File: src/rtl/ooo_config.svh
`ifndef OOO_CONFIG_SVH
`define OOO_CONFIG_SVH

// architectural registers, r0 always reads zero
`define OOO_NUM_REGS 16

// datapath width
`define OOO_XLEN 32

// result tag width, tags handed out round robin
`define OOO_TAG_WIDTH 4

// entries per reservation station
`define OOO_RS_DEPTH 4

// multiplier latency from request to result
`define OOO_MUL_STAGES 3

// flat station entry: valid, op, dst tag, two operands
`define OOO_RS_ENTRY_W(op_w) (1 + (op_w) + `OOO_TAG_WIDTH + 2 * (1 + `OOO_TAG_WIDTH + `OOO_XLEN))

`endif
File: src/rtl/ooo_pkg.sv
`include "ooo_config.svh"

package ooo_pkg;

    typedef logic [`OOO_TAG_WIDTH-1:0] tag_t;
    typedef logic [`OOO_XLEN-1:0] data_t;
    typedef logic [$clog2(`OOO_NUM_REGS)-1:0] reg_idx_t;

    typedef enum logic [2:0] {
        alu_add,
        alu_sub,
        alu_and,
        alu_or,
        alu_xor,
        alu_sll,
        alu_srl,
        alu_slt
    } alu_op_t;

    // mul_hu returns the unsigned high word
    typedef enum logic {
        mul_lo,
        mul_hu
    } mul_op_t;

    typedef enum logic {
        unit_alu,
        unit_mul
    } unit_sel_t;

    // op is read as alu_op_t or mul_op_t depending on unit
    typedef struct packed {
        logic      valid;
        unit_sel_t unit;
        logic [2:0] op;
        reg_idx_t  rd;
        reg_idx_t  rs1;
        reg_idx_t  rs2;
    } issue_req_t;

    typedef struct packed {
        logic  ready;
        tag_t  tag;
        data_t data;
    } operand_t;

    // register status entry, busy means a tag still owns the register
    typedef struct packed {
        logic busy;
        tag_t tag;
    } reg_stat_t;

    typedef struct packed {
        logic       valid;
        logic [2:0] op;
        tag_t       tag;
        data_t      a;
        data_t      b;
    } fu_req_t;

    typedef struct packed {
        logic  valid;
        tag_t  tag;
        data_t data;
    } fu_result_t;

    typedef struct packed {
        fu_result_t alu;
        fu_result_t mul;
    } cdb_t;

    // a waiting operand picks up its value from either CDB channel
    function automatic operand_t cdb_capture(operand_t opnd, cdb_t bus);
        operand_t res;
        res = opnd;
        if (!opnd.ready) begin
            if (bus.alu.valid && bus.alu.tag == opnd.tag) begin
                res.ready = 1'b1;
                res.data = bus.alu.data;
            end else if (bus.mul.valid && bus.mul.tag == opnd.tag) begin
                res.ready = 1'b1;
                res.data = bus.mul.data;
            end
        end
        return res;
    endfunction

endpackage

File: src/rtl/reservation_station.sv
`timescale 1ns/1ps
`include "ooo_config.svh"

module reservation_station #(
    parameter type op_t = ooo_pkg::alu_op_t
) (
    input  logic                                  clk,
    input  logic                                  rst,
    input  logic [`OOO_RS_ENTRY_W($bits(op_t))-1:0] entry_in,
    input  ooo_pkg::cdb_t                         cdb,
    output logic                                  full,
    output ooo_pkg::fu_req_t                      fu_req
);

    localparam int DEPTH = `OOO_RS_DEPTH;

    typedef struct packed {
        logic              valid;
        op_t               op;
        ooo_pkg::tag_t     tag;
        ooo_pkg::operand_t src1;
        ooo_pkg::operand_t src2;
    } rs_entry_t;

    rs_entry_t new_entry;
    rs_entry_t slot_q [DEPTH];
    rs_entry_t snoop [DEPTH];
    rs_entry_t shifted [DEPTH];
    rs_entry_t slot_d [DEPTH];
    logic      found;
    int        sel;
    logic      placed;

    assign new_entry = entry_in;

    // slot 0 holds the oldest entry so full means the last slot is taken
    assign full = slot_q[DEPTH-1].valid;

    // oldest entry with both operands ready goes to the unit
    always_comb begin
        found = 1'b0;
        sel = 0;
        fu_req = '0;
        for (int i = 0; i < DEPTH; i++) begin
            if (!found && slot_q[i].valid && slot_q[i].src1.ready && slot_q[i].src2.ready) begin
                found = 1'b1;
                sel = i;
                fu_req.valid = 1'b1;
                fu_req.op = 3'(slot_q[i].op);
                fu_req.tag = slot_q[i].tag;
                fu_req.a = slot_q[i].src1.data;
                fu_req.b = slot_q[i].src2.data;
            end
        end
    end

    always_comb begin
        // snoop both CDB channels for waiting operands
        for (int i = 0; i < DEPTH; i++) begin
            snoop[i] = slot_q[i];
            snoop[i].src1 = ooo_pkg::cdb_capture(slot_q[i].src1, cdb);
            snoop[i].src2 = ooo_pkg::cdb_capture(slot_q[i].src2, cdb);
        end

        // close the gap left by the issued entry
        for (int i = 0; i < DEPTH - 1; i++) begin
            if (found && i >= sel) begin
                shifted[i] = snoop[i+1];
            end else begin
                shifted[i] = snoop[i];
            end
        end
        if (found) begin
            shifted[DEPTH-1] = '0;
        end else begin
            shifted[DEPTH-1] = snoop[DEPTH-1];
        end

        // new entry lands behind the youngest one
        slot_d = shifted;
        placed = 1'b0;
        for (int i = 0; i < DEPTH; i++) begin
            if (new_entry.valid && !placed && !shifted[i].valid) begin
                slot_d[i] = new_entry;
                placed = 1'b1;
            end
        end
    end

    always_ff @(posedge clk) begin
        if (rst) begin
            for (int i = 0; i < DEPTH; i++) begin
                slot_q[i].valid <= 1'b0;
            end
        end else begin
            slot_q <= slot_d;
        end
    end

    // dispatch holds off through issue_ready while any station is full
    no_write_when_full: assert property (@(posedge clk) disable iff (rst)
        new_entry.valid |-> !full)
        else $error("station written while full");

    // occupied slots stay packed toward slot 0
    for (genvar i = 0; i < DEPTH - 1; i++) begin : g_packed
        slots_compacted: assert property (@(posedge clk) disable iff (rst)
            slot_q[i+1].valid |-> slot_q[i].valid)
            else $error("station slots left a gap behind a valid entry");
    end

endmodule

File: config.mk
export PLATFORM = sky130hd
export DESIGN_NAME = reservation_station
export DESIGN_NICKNAME = d
export VERILOG_FILES = /design/src/rtl/ooo_pkg.sv /design/src/rtl/reservation_station.sv
export VERILOG_INCLUDE_DIRS = /design/src /design/src/rtl
export SDC_FILE = /design/constraint.sdc
export NUM_CORES = 1
export LEC_CHECK = 0
export ABC_AREA = 1
export BUFFER_PORTS_ARGS = -buffer_cell sky130_fd_sc_hd__buf_4
export CAP_MARGIN = 20
export CORE_ASPECT_RATIO = 1.5
export CORE_MARGIN = 2
export CORE_UTILIZATION = 30
export DETAILED_ROUTE_END_ITERATION = 6
export PLACE_DENSITY = 0.5
export SKIP_CTS_REPAIR_TIMING = 1
export SYNTH_ARGS = -nofsm -noshare
export SYNTH_HDL_FRONTEND = slang
export SYNTH_SLANG_ARGS = --single-unit
File: constraint.sdc
create_clock -name clk -period 5.4 [get_ports clk]
set_clock_uncertainty 0.05 [all_clocks]
set_input_delay 1.08 -clock clk [delete_from_list [all_inputs] [get_ports clk]]
set_output_delay 1.08 -clock clk [all_outputs]
set_load 0.03 [all_outputs]
==> impl_metrics.json, run 1 <==
{
  "dieWidth_um": 238,
  "crit_type": "flop to output pin",
  "synth_fp_nets": 3854,
  "hp-class": "flop to flop",
  "grt_remaining_overflow": 0,
  "synthTopCellsByArea": "edfxtp_1 39%, nand2_1 17%, nand3_1 11%",
  "synth.distinct_cells": 35,
  "place_hpwl_um": 83200,
  "die-area_um2": 84800,
  "fin_tns_setup_ps": 0,
  "place_ws_ps": 1300,
  "required_ps": 4270,
  "root_buffer": "clkbuf_16",
  "initial_utilization_pct": 30.1,
  "cp.arrival_ps": 3670,
  "cts_max_level": 2,
  "ys_ff_latch": 328,
  "wl_per_cell_um": 26.9,
  "cts.clk_slew.worst_paths_ps": 70,
  "vias": 27700,
  "drt_iter0_drc": 3501,
  "clkSinkCount": 328,
  "synth_edf_count": 324,
  "yosysSeqAreaShare_pct": 39.6,
  "first_pass_iters": 6,
  "p_per_area_nw_per_um2": 333,
  "syn_avg_cell_area_um2": 6.69,
  "numPortBuffers": 230,
  "ios": 231,
  "relSlewSlack_pct": 28.0,
  "setup_viol": 0,
  "drcViolationCount": 0,
  "yosysTopAreaCellShare_pct": 39.3,
  "die_y_um": 356,
  "grt_usage_pct": 30.0,
  "fin_ws_ps": 599,
  "status": "finished clean",
  "synth_async_sr_flop_share_pct": 0,
  "grt_max_degree": 104,
  "syn_area_um2": 24700,
  "clock_path_buffers": 3,
  "final_nets": 3943,
  "cts_tree": "yes",
  "gp_congestion": 0.927,
  "vias_per_cell": 5.70,
  "fmax_mhz": 208,
  "grt_pass1_vias": 26300,
  "synth.most_common_cell": "nand2_1",
  "cts_buffers": 40,
  "ys_warn_count": 0,
  "synthTopCellsByCount": "1,127 x nand2_1, 556 x nor2_1, 527 x nand3_1, 324 x edfxtp_1, 302 x inv_1",
  "hold_viol": 0,
  "clk_latency_ps": 620,
  "worstMarginPinSlew_ps": 1080,
  "synth_top_area_cell": "edfxtp_1",
  "ir_drop_v": 0.000201,
  "multi_input_area_um2": 12600,
  "period_minus_slack_ps": 4800,
  "rsz0062_at_grt": "false",
  "syn2layout_area_growth_pct": 16.1,
  "regArea_um2": 9810,
  "fillers": 8943,
  "critPathLaunchType": "flop",
  "grt_first_pass_wirelength_um": 185000,
  "core_area_um2": 82200,
  "path_max_fanout": 23,
  "fin_crit_sh_pct": 88.9,
  "netlist_instances": 3696,
  "wirelength_um": 131000,
  "critPathCaptureType": "output pin",
  "layout-drive-gt1-share_pct": 11.1,
  "ys.flop_type": "edfxtp_1",
  "antenna_found_initial": 5,
  "p_leak_nw": 13.0,
  "maxCapViolCount": 0,
  "num_rows": 129,
  "ant_nets": 0,
  "slew_viol_final": 0
}
[area by class of cell]
cell class | count | share of cell area (%)
well taps | 1048 | 4.56
inverters | 318 | 4.17
clock inverters | 19 | 0.976
clock buffers | 49 | 3.75
diodes | 2 | 0.0174
flip-flops and latches | 328 | 34.1
multi-input cells | 2794 | 44.0
repair buffers | 303 | 8.40
[power breakdown]
group	switching, mW	total [mW]	leakage (nW)	internal (mW)
Combinational	2.17	3.07	9.15	0.898
Clock	1.25	3.00	0.659	1.75
Sequential	0.167	3.49	3.18	3.33
[placed cells by master, fill, tap and decap left out, drive strengths merged]
| master | count |
|---|---|
| nand2 | 1136 |
| nor2 | 564 |
| nand3 | 532 |
| edfxtp | 324 |
| inv | 314 |
| buf | 303 |
| o21ai | 259 |
| nand4 | 88 |
| a221oi | 60 |
| a21oi | 54 |
| clkbuf | 49 |
| o22ai | 39 |
| o211ai | 24 |
| clkinv | 15 |
| o2111ai | 11 |
| xnor2 | 7 |
| xor2 | 7 |
| bufinv | 7 |
| or2 | 6 |
| dfxtp | 4 |
| nand3b | 4 |
| diode | 2 |
| nor3 | 2 |
| a31oi | 1 |
| clkinvlp | 1 |
[worst paths after layout]
check	from	endpoint	slack, ps	depth (start not counted)
max	slot_q[319]	fu_req[37]	600	8
min	slot_q[156]	slot_q[238]	530	2
max reg2reg	slot_q[319]	slot_q[308]	2100	7
min reg2reg	slot_q[156]	slot_q[238]	530	2
[state kept, by name, indices dropped and copies added, names as in the netlist]
| name | count |
|---|---|
| full | 1 |
| slot_q | 327 |
[stage by stage]
step | hold WS (ps) | total power [mW] | std cells | util [%] | cell area (um2)
after floorplan | 483 | 5.38 | 3696 | - | 24700
final | 534 | 9.56 | 4861 | 35.0 | 28700
after detailed placement | 510 | 6.53 | 4791 | 33.3 | 27400
after CTS | 526 | 9.51 | 4859 | 35.0 | 28700
after global placement | 513 | 6.52 | 4791 | 33.3 | 27400
after global routing | 570 | 9.93 | 4861 | 35.0 | 28700
[logic make-up after synthesis]
group                     synth area share [%]
AOI/OAI and AO/OA                         10.6
xor gates and xnor gates                 0.496
buffers and inverters                     9.71
DFF                                       39.6
and+or+nand+nor                           39.5
[per-layer routing]
layer	vias up	track usage [%]	part of all wire, %
li1	12500	-	-
met1	13100	36.9	38
met2	1759	48.4	45
met3	399	5.87	9.6
met4	6	18.5	6.8
met5	-	0	0.026
[critical path, cell delays in order, from the launching register on]
cell	delay, ps
edfxtp_1	390
nand3_1	250
nand2_4	140
inv_2	150
nand2_4	100
or2_2	590
buf_4	390
o21ai_0	720
buf_4	290
Note: power is estimated with default switching activity, not from simulation.
==> run 2, diff against run 1 <==
--- a/config.mk
+++ b/config.mk
@@ -14,6 +14,7 @@
 export CORE_UTILIZATION = 30
 export DETAILED_ROUTE_END_ITERATION = 6
 export PLACE_DENSITY = 0.5
+export RECOVER_POWER = 50
 export SKIP_CTS_REPAIR_TIMING = 1
 export SYNTH_ARGS = -nofsm -noshare
 export SYNTH_HDL_FRONTEND = slang
==> run 2 against run 1 <==
Net effect: the run now ends with max-capacitance violations, max-slew violations left; clock power barely moved; die area unchanged; sequential share of layout area is 0.24 points higher; count of clock-buffer cells in the layout stayed put; maximum frequency shrank 0.21%; wire length is 0.12% lower; flip-flop and latch count unchanged; combinational power barely moved; cell count stayed put; utilization shrank 0.25 points; critical path depth did not move; register-to-register slack lost 1200 ps; critical endpoint unchanged; largest cell class unchanged.
==> impl_metrics.json, run 2 (same netlist as run 1, synthesis figures left out) <==
{
  "cts.clk_slew.worst_paths_ps": 70,
  "required_ps": 4270,
  "die-area_um2": 84800,
  "final_cell_mix": "1,128 x nand2_1, 553 x nor2_1, 520 x nand3_1",
  "dieWidth_um": 238,
  "hp-class": "flop to flop",
  "cts_tree": "yes",
  "grt_max_degree": 104,
  "slew_viol_final": 331,
  "root_buffer": "clkbuf_16",
  "wirelength_um": 131000,
  "fin_ws_ps": 589,
  "clock_path_buffers": 3,
  "p_per_area_nw_per_um2": 334,
  "die_y_um": 356,
  "numPlacedInstances": 4791,
  "path_max_fanout": 23,
  "drt_iter0_drc": 3448,
  "cp.arrival_ps": 3680,
  "utilization_pct": 34.7,
  "hold_viol": 0,
  "core_area_um2": 82200,
  "relSlewSlack_pct": -87.7,
  "final_common_cell": "nand2_1",
  "gp_congestion": 0.927,
  "num_rows": 129,
  "vias_per_cell": 5.69,
  "p_leak_nw": 12.9,
  "violations": "max-capacitance violations, max-slew violations",
  "crit_type": "flop to output pin",
  "ios": 231,
  "critPathCaptureType": "output pin",
  "layout-drive-gt1-share_pct": 10.4,
  "cts_max_level": 2,
  "stdcell_count": 4861,
  "numPortBuffers": 230,
  "grt_usage_pct": 30.0,
  "period_minus_slack_ps": 4810,
  "syn2layout_area_growth_pct": 15.3,
  "wl_per_cell_um": 26.9,
  "grt_first_pass_wirelength_um": 185000,
  "fin_crit_sh_pct": 89.1,
  "drcViolationCount": 0,
  "initial_utilization_pct": 30.1,
  "clkSinkCount": 328,
  "final_nets": 3943,
  "critPathLaunchType": "flop",
  "fin_tns_setup_ps": 0,
  "antenna_found_initial": 5,
  "regMostFlops": "slot_q",
  "rsz0062_at_grt": "false",
  "worstMarginPinSlew_ps": 2820,
  "grt_pass1_vias": 26300,
  "clk_latency_ps": 620,
  "cts_buffers": 40,
  "setup_viol": 0,
  "place_ws_ps": 1300,
  "first_pass_iters": 6,
  "ir_drop_v": 0.000202,
  "ant_nets": 0,
  "vias": 27600,
  "fmax_mhz": 208,
  "grt_remaining_overflow": 0,
  "maxCapViolCount": 6,
  "largest_reg_flops": 327,
  "whs_ps": 510,
  "place_hpwl_um": 83200,
  "status": "finished with violations"
}
run 2: cell count changes in the layout (fill, tap and decap cells not counted), moves of 2 or more:
cell      before   now
nand2_1     1126  1128
nor2_1       549   553
o21ai_0      230   242
clkbuf_1       7    18
nor2_4         8     5
o21ai_1       28    17
inv_2         16    11
inv_1        298   303
buf_12        11     4
clkbuf_2       0     2
buf_4        292   284
run 2: layer usage:
metal / GRT usage (%) / part of all wire, %
met1: 36.9 / 38
met2: 48.4 / 45
met5: 0 / 0.026
met4: 18.5 / 7.0
met3: 5.87 / 9.6
run 2: area by class of cell:
class                           instances  area [um2]
Fill cell                            8975       53600
Multi-Input combinational cell       2794       12600
Sequential cell                       328        9810
Timing Repair Buffer                  303        2280
Tap cell                             1048        1310
Inverter                              318        1200
Clock buffer                           49        1080
Clock inverter                         19         280
Antenna cell                            2        5.00
run 2: worst paths after layout:
check | slack (ps) | to | startpoint | cells past startpoint
setup / recovery | 590 | fu_req[37] | slot_q[319] | 8
hold / removal | 510 | full | full | 2
setup reg to reg | 950 | slot_q[226] | slot_q[319] | 9
hold reg to reg | 510 | full | full | 2
run 2: metrics by stage:
step	power [mW]	instance area, um2
after floorplan	5.38	24700
after global placement	6.52	27400
after detailed placement	6.53	27400
after CTS	9.51	28700
after global routing	9.91	28500
final	9.53	28500
run 2: report_power, final:
part | switching, mW | leakage [nW] | internal [mW]
logic | 2.16 | 9.07 | 0.883
clock network | 1.25 | 0.659 | 1.75
registers | 0.166 | 3.18 | 3.33
run 2: worst max-delay path, cell delays in order, from the launching register on:
cell and delay [ps]:
edfxtp_1 390, nand3_1 200, nand2_1 220, inv_2 160, nand2_4 80, or2_2 580
buf_4 390, o21ai_0 710, buf_4 290
